**src/rtl/opl3_pkg.sv**
```systemverilog
// register map, field widths and packed structs shared by the opl3 register block; import it
package opl3_pkg;
    // register array shape
    localparam int NUM_BANKS           = 2;   // bank 0 = opl2 set, bank 1 = opl3 extension
    localparam int NUM_REG_PER_BANK    = 256;
    localparam int REG_FILE_DATA_WIDTH = 8;

    localparam int NUM_OPERATORS = 18; // per bank
    localparam int NUM_CHANNELS  = 9;  // per bank

    // decoded field widths
    localparam int REG_TIMER_WIDTH          = 8;
    localparam int REG_FNUM_WIDTH           = 10;
    localparam int REG_MULT_WIDTH           = 4;
    localparam int REG_BLOCK_WIDTH          = 3;
    localparam int REG_WS_WIDTH             = 3;
    localparam int REG_ENV_WIDTH            = 4;
    localparam int REG_TL_WIDTH             = 6;
    localparam int REG_KSL_WIDTH            = 2;
    localparam int REG_FB_WIDTH             = 3;
    localparam int REG_CONNECTION_SEL_WIDTH = 6;

    typedef logic [$clog2(NUM_REG_PER_BANK)-1:0] reg_addr_t;
    typedef logic [REG_FILE_DATA_WIDTH-1:0]      reg_data_t;

    // global registers
    localparam reg_addr_t ADDR_TIMER1     = 8'h02;
    localparam reg_addr_t ADDR_TIMER2     = 8'h03;
    localparam reg_addr_t ADDR_TIMER_CTRL = 8'h04; // also connection_sel in bank 1
    localparam reg_addr_t ADDR_NEW        = 8'h05; // bank 1 only
    localparam reg_addr_t ADDR_NTS        = 8'h08;
    localparam reg_addr_t ADDR_RHYTHM     = 8'hBD;

    // operator bases, slot index added on top
    localparam reg_addr_t ADDR_OP_AM_VIB = 8'h20;
    localparam reg_addr_t ADDR_OP_KSL_TL = 8'h40;
    localparam reg_addr_t ADDR_OP_AR_DR  = 8'h60;
    localparam reg_addr_t ADDR_OP_SL_RR  = 8'h80;
    localparam reg_addr_t ADDR_OP_WS     = 8'hE0;

    // channel bases, channel index added on top
    localparam reg_addr_t ADDR_CH_FNUM_LO  = 8'hA0;
    localparam reg_addr_t ADDR_CH_KON_BLK  = 8'hB0;
    localparam reg_addr_t ADDR_CH_FB_CNT   = 8'hC0;

    // one host access, held stable while req is high
    typedef struct packed {
        logic      we;    // 1 = write, 0 = status read
        logic      bank;
        reg_addr_t addr;
        reg_data_t wdata;
    } host_req_t;

    typedef struct packed {
        logic                      am;   // tremolo enable
        logic                      vib;  // vibrato enable
        logic                      egt;  // sustaining envelope
        logic                      ksr;  // key scale rate
        logic [REG_MULT_WIDTH-1:0] mult;
        logic [REG_KSL_WIDTH-1:0]  ksl;  // key scale level
        logic [REG_TL_WIDTH-1:0]   tl;   // total level (attenuation)
        logic [REG_ENV_WIDTH-1:0]  ar;
        logic [REG_ENV_WIDTH-1:0]  dr;
        logic [REG_ENV_WIDTH-1:0]  sl;
        logic [REG_ENV_WIDTH-1:0]  rr;
        logic [REG_WS_WIDTH-1:0]   ws;   // waveform select
    } op_params_t;

    typedef struct packed {
        logic [REG_FNUM_WIDTH-1:0]  fnum;
        logic [REG_BLOCK_WIDTH-1:0] block; // octave
        logic                       kon;   // key on
        logic                       cha;   // output routing a..d
        logic                       chb;
        logic                       chc;
        logic                       chd;
        logic [REG_FB_WIDTH-1:0]    fb;    // modulator feedback
        logic                       cnt;   // fm / am connection
    } ch_params_t;

    typedef struct packed {
        logic [REG_TIMER_WIDTH-1:0]          timer1;
        logic [REG_TIMER_WIDTH-1:0]          timer2;
        logic                                mt1;    // flag masks
        logic                                mt2;
        logic                                st1;    // timer starts
        logic                                st2;
        logic [REG_CONNECTION_SEL_WIDTH-1:0] connection_sel; // 4-op pairing
        logic                                is_new; // opl3 mode
        logic                                nts;    // keyboard split
        logic                                dam;    // tremolo depth
        logic                                dvb;    // vibrato depth
        logic                                ryt;    // rhythm mode
        logic                                bd;
        logic                                sd;
        logic                                tom;
        logic                                tc;
        logic                                hh;
    } global_params_t;
endpackage

```
**src/rtl/host_if_ctrl.sv**
```systemverilog
// host req/ack handshake controller; turns each accepted access into a write strobe or a status read
`timescale 1ns/1ps

module host_if_ctrl
    import opl3_pkg::*;
(
    input  logic      clk,
    input  logic      rst_n,
    input  logic      req,      // four-phase request
    input  host_req_t host_req, // stable while req high
    output logic      ack,
    output reg_data_t rdata,    // valid while ack high
    input  reg_data_t status,
    output logic      wr_en,    // one clock per write
    output logic      flag_clr, // timer flag reset instead of a write
    output logic      wr_bank,
    output reg_addr_t wr_addr,
    output reg_data_t wr_data
);
    typedef enum logic {
        ST_IDLE = 1'b0,
        ST_ACK  = 1'b1
    } state_t;

    state_t state;
    logic   req_q;       // req from last clock
    logic   req_rise;
    logic   accept;      // start of a new access
    logic   is_flag_rst; // bank 0 reg 04 write with bit 7 set

    assign req_rise    = req && !req_q;
    assign accept      = (state == ST_IDLE) && req_rise;
    assign is_flag_rst = host_req.we && !host_req.bank &&
                         (host_req.addr == ADDR_TIMER_CTRL) && host_req.wdata[7];
    assign ack         = (state == ST_ACK); // straight from the state flop

    always_ff @(posedge clk) begin
        if (!rst_n) begin
            state    <= ST_IDLE;
            req_q    <= 1'b0;
            wr_en    <= 1'b0;
            flag_clr <= 1'b0;
        end else begin
            req_q    <= req;
            wr_en    <= accept && host_req.we && !is_flag_rst; // reg 04 keeps old value
            flag_clr <= accept && is_flag_rst;
            case (state)
                ST_IDLE: begin
                    if (accept) begin
                        state <= ST_ACK; // access done in this clock
                    end
                end
                ST_ACK: begin
                    if (!req) begin
                        state <= ST_IDLE; // host released
                    end
                end
                default: state <= ST_IDLE;
            endcase
        end
    end

    // access payload, loaded once per request
    always_ff @(posedge clk) begin
        if (accept) begin
            wr_bank <= host_req.bank;
            wr_addr <= host_req.addr;
            wr_data <= host_req.wdata;
            if (!host_req.we) begin
                rdata <= status; // reads always return status
            end
        end
    end
endmodule

```
**src/rtl/reg_store.sv**
```systemverilog
// raw register image of both banks; written one byte per strobe and driven out whole
`timescale 1ns/1ps

module reg_store
    import opl3_pkg::*;
(
    input  logic      clk,
    input  logic      rst_n,
    input  logic      wr_en,   // one clock per host write
    input  logic      wr_bank,
    input  reg_addr_t wr_addr,
    input  reg_data_t wr_data,
    output reg_data_t opl3_reg [NUM_BANKS][NUM_REG_PER_BANK] // full image to decode
);
    // all 512 bytes read as zero after reset
    always_ff @(posedge clk) begin
        if (!rst_n) begin
            for (int b = 0; b < NUM_BANKS; b++) begin
                for (int a = 0; a < NUM_REG_PER_BANK; a++) begin
                    opl3_reg[b][a] <= '0;
                end
            end
        end else if (wr_en) begin
            opl3_reg[wr_bank][wr_addr] <= wr_data; // visible next clock
        end
    end
endmodule

```
**src/rtl/register_file.sv**
```systemverilog
// combinational decode of the raw register image into operator, channel and global fields
`timescale 1ns/1ps

module register_file
    import opl3_pkg::*;
(
    input  reg_data_t      opl3_reg  [NUM_BANKS][NUM_REG_PER_BANK],
    input  logic           irq,
    input  logic           ft1,
    input  logic           ft2,
    output op_params_t     op_params [NUM_BANKS][NUM_OPERATORS],
    output ch_params_t     ch_params [NUM_BANKS][NUM_CHANNELS],
    output global_params_t glob,
    output reg_data_t      status    // host read value
);
    localparam int NUM_OP_SLOTS = 22; // 0-21, slots 6,7,14,15 unused

    for (genvar bank = 0; bank < NUM_BANKS; bank++) begin : g_bank
        for (genvar slot = 0; slot < NUM_OP_SLOTS; slot++) begin : g_slot
            if ((slot % 8) < 6) begin : g_op
                localparam int OP = slot - 2 * (slot / 8); // 8-13 -> 6-11, 16-21 -> 12-17

                reg_data_t am_vib;
                reg_data_t ksl_tl;
                reg_data_t ar_dr;
                reg_data_t sl_rr;
                reg_data_t wave;

                assign am_vib = opl3_reg[bank][ADDR_OP_AM_VIB + slot];
                assign ksl_tl = opl3_reg[bank][ADDR_OP_KSL_TL + slot];
                assign ar_dr  = opl3_reg[bank][ADDR_OP_AR_DR + slot];
                assign sl_rr  = opl3_reg[bank][ADDR_OP_SL_RR + slot];
                assign wave   = opl3_reg[bank][ADDR_OP_WS + slot];

                always_comb begin
                    op_params[bank][OP].am   = am_vib[7];
                    op_params[bank][OP].vib  = am_vib[6];
                    op_params[bank][OP].egt  = am_vib[5];
                    op_params[bank][OP].ksr  = am_vib[4];
                    op_params[bank][OP].mult = am_vib[3:0];
                    op_params[bank][OP].ksl  = ksl_tl[7:6];
                    op_params[bank][OP].tl   = ksl_tl[5:0];
                    op_params[bank][OP].ar   = ar_dr[7:4];
                    op_params[bank][OP].dr   = ar_dr[3:0];
                    op_params[bank][OP].sl   = sl_rr[7:4];
                    op_params[bank][OP].rr   = sl_rr[3:0];
                    op_params[bank][OP].ws   = wave[2:0]; // bit 2 only meaningful in opl3 mode
                end
            end
        end

        for (genvar ch = 0; ch < NUM_CHANNELS; ch++) begin : g_ch
            reg_data_t fnum_lo;
            reg_data_t kon_blk;
            reg_data_t fb_cnt;

            assign fnum_lo = opl3_reg[bank][ADDR_CH_FNUM_LO + ch];
            assign kon_blk = opl3_reg[bank][ADDR_CH_KON_BLK + ch];
            assign fb_cnt  = opl3_reg[bank][ADDR_CH_FB_CNT + ch];

            always_comb begin
                ch_params[bank][ch].fnum  = {kon_blk[1:0], fnum_lo}; // top 2 bits live in B0
                ch_params[bank][ch].kon   = kon_blk[5];
                ch_params[bank][ch].block = kon_blk[4:2];
                ch_params[bank][ch].chd   = fb_cnt[7];
                ch_params[bank][ch].chc   = fb_cnt[6];
                ch_params[bank][ch].chb   = fb_cnt[5];
                ch_params[bank][ch].cha   = fb_cnt[4];
                ch_params[bank][ch].fb    = fb_cnt[3:1];
                ch_params[bank][ch].cnt   = fb_cnt[0];
            end
        end
    end

    // chip-wide fields, bank 0 unless noted
    always_comb begin
        glob.timer1         = opl3_reg[0][ADDR_TIMER1];
        glob.timer2         = opl3_reg[0][ADDR_TIMER2];
        glob.mt1            = opl3_reg[0][ADDR_TIMER_CTRL][6];
        glob.mt2            = opl3_reg[0][ADDR_TIMER_CTRL][5];
        glob.st2            = opl3_reg[0][ADDR_TIMER_CTRL][1];
        glob.st1            = opl3_reg[0][ADDR_TIMER_CTRL][0];
        glob.connection_sel = opl3_reg[1][ADDR_TIMER_CTRL][REG_CONNECTION_SEL_WIDTH-1:0]; // bank 1
        glob.is_new         = opl3_reg[1][ADDR_NEW][0]; // bank 1
        glob.nts            = opl3_reg[0][ADDR_NTS][6];
        glob.dam            = opl3_reg[0][ADDR_RHYTHM][7];
        glob.dvb            = opl3_reg[0][ADDR_RHYTHM][6];
        glob.ryt            = opl3_reg[0][ADDR_RHYTHM][5];
        glob.bd             = opl3_reg[0][ADDR_RHYTHM][4];
        glob.sd             = opl3_reg[0][ADDR_RHYTHM][3];
        glob.tom            = opl3_reg[0][ADDR_RHYTHM][2];
        glob.tc             = opl3_reg[0][ADDR_RHYTHM][1];
        glob.hh             = opl3_reg[0][ADDR_RHYTHM][0];
    end

    // status byte, low five bits read zero
    always_comb begin
        status    = '0;
        status[7] = irq;
        status[6] = ft1;
        status[5] = ft2;
    end
endmodule

```
**src/rtl/opl3_timers.sv**
```systemverilog
// the two chip timers; base-tick prescaler, reloading counters, maskable overflow flags and irq
`timescale 1ns/1ps

module opl3_timers
    import opl3_pkg::*;
#(
    parameter int TICK_DIV = 4 // clocks per 80 us base tick
) (
    input  logic                       clk,
    input  logic                       rst_n,
    input  logic [REG_TIMER_WIDTH-1:0] timer1,   // reload values
    input  logic [REG_TIMER_WIDTH-1:0] timer2,
    input  logic                       mt1,      // flag masks
    input  logic                       mt2,
    input  logic                       st1,      // run enables
    input  logic                       st2,
    input  logic                       flag_clr, // clears both flags
    output logic                       ft1,
    output logic                       ft2,
    output logic                       irq
);
    localparam int DIV_W = (TICK_DIV > 1) ? $clog2(TICK_DIV) : 1;

    logic [DIV_W-1:0] div_cnt;
    logic             base_tick; // timer 1 rate
    logic [1:0]       quad_cnt;
    logic             t2_tick;   // timer 2 rate, base / 4

    logic [1:0][REG_TIMER_WIDTH-1:0] load_val; // per timer
    logic [1:0]                      mask;
    logic [1:0]                      start;
    logic [1:0]                      step;

    assign base_tick = (div_cnt == DIV_W'(TICK_DIV - 1));
    assign t2_tick   = base_tick && (quad_cnt == 2'd3);

    assign load_val = {timer2, timer1};
    assign mask     = {mt2, mt1};
    assign start    = {st2, st1};
    assign step     = {t2_tick, base_tick};

    // free-running prescaler
    always_ff @(posedge clk) begin
        if (!rst_n) begin
            div_cnt  <= '0;
            quad_cnt <= '0;
        end else if (base_tick) begin
            div_cnt  <= '0;
            quad_cnt <= quad_cnt + 2'd1; // wraps every 4 ticks
        end else begin
            div_cnt <= div_cnt + 1'b1;
        end
    end

    for (genvar t = 0; t < 2; t++) begin : g_timer
        logic [REG_TIMER_WIDTH-1:0] count;
        logic                       start_q; // for start edge
        logic                       flag;    // sticky overflow

        always_ff @(posedge clk) begin
            if (!rst_n) begin
                count   <= '0;
                start_q <= 1'b0;
                flag    <= 1'b0;
            end else begin
                start_q <= start[t];
                if (start[t] && !start_q) begin
                    count <= load_val[t]; // load on start edge
                end else if (start[t] && step[t]) begin
                    if (count == '1) begin
                        count <= load_val[t]; // overflow past 255
                        if (!mask[t]) begin
                            flag <= 1'b1;
                        end
                    end else begin
                        count <= count + 1'b1;
                    end
                end
                if (flag_clr) begin
                    flag <= 1'b0; // host reset wins
                end
            end
        end
    end

    assign ft1 = g_timer[0].flag;
    assign ft2 = g_timer[1].flag;
    assign irq = ft1 || ft2;
endmodule

```
**src/rtl/opl3_regs_top.sv**
```systemverilog
// top of the opl3 register block; host port in, decoded fields and irq out to the sound core
`timescale 1ns/1ps

module opl3_regs_top
    import opl3_pkg::*;
#(
    parameter int TICK_DIV = 4 // small value for simulation
) (
    input  logic           clk,
    input  logic           rst_n,
    input  logic           req,
    input  host_req_t      host_req,
    output logic           ack,
    output reg_data_t      rdata,
    output op_params_t     op_params [NUM_BANKS][NUM_OPERATORS],
    output ch_params_t     ch_params [NUM_BANKS][NUM_CHANNELS],
    output global_params_t glob,
    output logic           irq
);
    logic      wr_en;
    logic      flag_clr;
    logic      wr_bank;
    reg_addr_t wr_addr;
    reg_data_t wr_data;
    reg_data_t opl3_reg [NUM_BANKS][NUM_REG_PER_BANK];
    reg_data_t status;
    logic      ft1;
    logic      ft2;

    host_if_ctrl u_host_if_ctrl (
        .clk      (clk),
        .rst_n    (rst_n),
        .req      (req),
        .host_req (host_req),
        .ack      (ack),
        .rdata    (rdata),
        .status   (status),
        .wr_en    (wr_en),
        .flag_clr (flag_clr),
        .wr_bank  (wr_bank),
        .wr_addr  (wr_addr),
        .wr_data  (wr_data)
    );

    reg_store u_reg_store (
        .clk      (clk),
        .rst_n    (rst_n),
        .wr_en    (wr_en),
        .wr_bank  (wr_bank),
        .wr_addr  (wr_addr),
        .wr_data  (wr_data),
        .opl3_reg (opl3_reg)
    );

    register_file u_register_file (
        .opl3_reg  (opl3_reg),
        .irq       (irq),
        .ft1       (ft1),
        .ft2       (ft2),
        .op_params (op_params),
        .ch_params (ch_params),
        .glob      (glob),
        .status    (status)
    );

    opl3_timers #(
        .TICK_DIV (TICK_DIV)
    ) u_opl3_timers (
        .clk      (clk),
        .rst_n    (rst_n),
        .timer1   (glob.timer1), // timer controls come from the decode
        .timer2   (glob.timer2),
        .mt1      (glob.mt1),
        .mt2      (glob.mt2),
        .st1      (glob.st1),
        .st2      (glob.st2),
        .flag_clr (flag_clr),
        .ft1      (ft1),
        .ft2      (ft2),
        .irq      (irq)
    );
endmodule

```
**config.mk**
```make
export PLATFORM = sky130hd
export DESIGN_NAME = opl3_regs_top
export DESIGN_NICKNAME = d
export VERILOG_FILES = /design/src/rtl/opl3_pkg.sv /design/src/rtl/host_if_ctrl.sv /design/src/rtl/reg_store.sv /design/src/rtl/register_file.sv /design/src/rtl/opl3_timers.sv /design/src/rtl/opl3_regs_top.sv
export SDC_FILE = /design/constraint.sdc
export NUM_CORES = 2
export LEC_CHECK = 0
export BUFFER_PORTS_ARGS = -buffer_cell sky130_fd_sc_hd__buf_2
export CAP_MARGIN = 20
export CORE_AREA = 4 4 670 672
export DETAILED_ROUTE_END_ITERATION = 6
export DIE_AREA = 0 0 674 676
export PLACE_DENSITY = 0.4
export SETUP_SLACK_MARGIN = 0.1
export SLEW_MARGIN = 15
export SYNTH_ARGS = -nofsm -noshare
export SYNTH_HDL_FRONTEND = slang
export SYNTH_SLANG_ARGS = --single-unit
```
**constraint.sdc**
```tcl
create_clock -name clk -period 3.4 [get_ports clk]
set_input_delay 0.51 -clock clk [delete_from_list [all_inputs] [get_ports clk]]
set_output_delay 0.51 -clock clk [all_outputs]
set_load 0.01 [all_outputs]
```
==> flow_metrics.env <==
export IMPL_cts_sinks=1740
export IMPL_report_final_slew_viol_count=0
export IMPL_yosysSeqAreaShare_pct=54.97
export IMPL_p_sw_share_pct=23.94
export IMPL_async_flop_share_pct=0
export IMPL_drive_gt1_share_pct=31.34
export IMPL_rows=245
export IMPL_p_int_uw=34410
export IMPL_antenna_left=0
export IMPL_io_pins=1723
export IMPL_slew_headroom_pct=28.73
export IMPL_place_hpwl_mm=246.4
export IMPL_gp_congestion=0.7461
export IMPL_largest_register_ffs=1692
export IMPL_dr_pass1_iters=5
export IMPL_fp_dieH_um=676
export IMPL_gr_total_overflow=0
export IMPL_slowest_stage="edfxtp_1"
export IMPL_hold_path_class="in2reg"
export IMPL_avgSynthCellArea_um2=10.49
export IMPL_path_class="reg2reg"
export IMPL_first_global_vias=48440
export IMPL_ys_warn_count=0
export IMPL_synthTopCellsByCount="1,720 x dfxtp_1, 1,685 x nor2_1, 1,680 x mux2i_1"
export IMPL_cts_tree="done"
export IMPL_cts_resized_gates=0
export IMPL_fillers=49200
export IMPL_cap_viol_max_count=0
export IMPL_irDropWorstVdd_mv=0.4738
export IMPL_synth_seq_cells=1740
export IMPL_setup_viol=0
export IMPL_yosys_top_cells_area="dfxtp_1 54%, mux2i_1 26%, nor2_1 9.9%"
export IMPL_h_tree_depth=4
export IMPL_track_usage_pct=13.95
export IMPL_fin_crit_sh_pct=85.86
export IMPL_yosysTopAreaCell="dfxtp_1"
export IMPL_regArea_um2=35030
export IMPL_endpoint_kind="register"
export IMPL_p_leak_uw=0.04718
export IMPL_cts_setup_buffers=0
export IMPL_clock_skew_final_ns=0.07069
export IMPL_crit_chain="nor4b_2 -> buf_12 -> nand3_1 -> mux2i_1 -> nor2_1"
export IMPL_clk_latency_ns=0.91
export IMPL_die_x_um=674
export IMPL_p_per_area_nw_per_um2=513.0
export IMPL_critPathLaunchType="register"
export IMPL_tns_ns=0
export IMPL_synth_edf_count=20
export IMPL_drt_iter0_drc=3083
export IMPL_critical_path_required_ns=4.15
export IMPL_multi_input_area_um2=26890
export IMPL_yosysMostFrequentCell="dfxtp_1"
export IMPL_grt_setup_unrepaired="no"
export IMPL_cp_max_fo=19
export IMPL_finalHoldViolations=0
export IMPL_fp_coreArea_um2=443600
export IMPL_synth_cells=6073
export IMPL_syn_area_um2=63740
export IMPL_nets=7819
export IMPL_clockBufferDepth=4
export IMPL_cts_buffers=213
export IMPL_grt_max_degree=113
export IMPL_synth_ff_type="dfxtp_1"
export IMPL_grt_pass1_wl_mm=443.8
export IMPL_worstMarginPinSlew_ns=1.069
export IMPL_switchingPower_uw=10830
export IMPL_pwr_share_clk_pct=51.2
export IMPL_synth_cell_types=59
export IMPL_wl_mm=336.7
export IMPL_cts_hold_fix_buffers=19
export IMPL_numPortBuffers=1717
export IMPL_comb_power_share_pct=3.5
export IMPL_die_area_um2=455600
export IMPL_clk_pin_slew_ns=0.06
export IMPL_viasPerCell=3.653
export IMPL_status="completed"
export IMPL_routed_via_count=50750
export IMPL_power_uw=45240
export IMPL_antenna_found_initial=23
export IMPL_reg2reg_slack_ns=0.48
export IMPL_synth_top_area_share_pct=54.02
export IMPL_area_growth_pct=38.34
export IMPL_min_period_ns=2.919
export IMPL_drc=0
export IMPL_clock_root_buffer="clkbuf_16"
export IMPL_fmax_ghz=0.3426
export IMPL_arrival_ns=3.67
export IMPL_sequentialPowerShare_pct=45.3
export IMPL_wl_per_cell_um=24.24
export IMPL_initial_core_util_pct=14.37
export IMPL_slowest_delay_ns=0.79
## power by group through the flow
stage | Sequential, µW | Clock, µW | Combinational (µW)
floorplan | 20900 | 0 | 723
global placement | 20900 | 0 | 1650
detailed placement | 20900 | 0 | 1640
CTS | 20500 | 24000 | 1670
global route | 20500 | 24700 | 1700
finish | 20500 | 23100 | 1600
## cells in the final DEF (no fill, tap or decap), types with 19 or more instances in the layout
cell type	count
clkbuf_1	58
clkinv_2	23
buf_4	189
dfxtp_1	1720
buf_2	1717
and3_1	20
clkbuf_16	217
mux2i_1	1680
buf_12	79
nand3_1	81
nand3_2	131
clkbuf_8	52
nand2_1	55
a21oi_1	26
edfxtp_1	20
nor3_4	19
nor2_1	1685
dlygate4sd3_1	19
## per-stage QoR
stage	area [µm²]	worst slack (ns)	hold slack [ns]	util [%]	std cells
global route	88160	0.2540	0.1786	19.88	13890
detailed placement	80950	0.3983	0.4209	18.25	13490
global placement	80950	0.4328	0.4171	18.25	13490
CTS	88160	0.3791	0.1355	19.87	13890
floorplan	63750	0.8012	0.4043	-	6077
finish	88170	0.4808	0.2471	19.88	13890
## kinds of logic (layout without fill, tap and decap cells)
logic type | after synthesis | after routing | synth area share, %
and+or+nand+nor | 2074 | 2074 | 14.65
xor gates and xnor gates | 2 | 2 | 0.02749
other | 1 | 10 | 0.005884
buffers and inverters | 505 | 2385 | 3.231
DFF | 1740 | 1740 | 54.97
AOI/OAI and AO/OA | 67 | 67 | 0.6576
adders and majority gates | 4 | 4 | 0.07853
muxes | 1680 | 1680 | 26.38
## metal layers
metal	wire length [µm]	GRT usage [%]
met1	136000	16.63
met2	169100	24.81
met3	21860	3.451
met4	9671	3.672
met5	21	0
## final timing paths
| check | start | endpoint | cells past startpoint |
|---|---|---|---|
| worst min-delay path | rst_n | u_opl3_timers.g_timer[0].count[3]$_SDFFE_PN0P_ | 3 |
| worst max-delay path | u_host_if_ctrl.wr_addr[0]$_DFFE_PP_ | u_reg_store.opl3_reg[501]$_SDFFE_PN0P_ | 5 |
| worst min register to register | u_opl3_timers.div_cnt[0]$_SDFF_PP0_ | u_opl3_timers.div_cnt[0]$_SDFF_PP0_ | 1 |
| worst max register to register | u_host_if_ctrl.wr_addr[0]$_DFFE_PP_ | u_reg_store.opl3_reg[501]$_SDFFE_PN0P_ | 5 |
## cell type report
class | instances | share of cell area [%]
well taps | 5928 | 8.412
inverters | 3 | 0.02129
clock inverters | 51 | 0.7422
diodes | 5 | 0.01419
clock buffers | 327 | 7.217
flip-flops and latches | 1740 | 39.73
multi-input cells | 3832 | 30.49
repair buffers | 2004 | 13.36
## worst max-delay path, delay by kind of cell (launching register included)
kind | cells | cell delay [ns]
buffers and inverters | 1 | 0.38
DFF | 1 | 0.79
muxes | 1 | 0.35
and+or+nand+nor | 3 | 1.22
No activity file was read; power rests on OpenSTA's default activity.
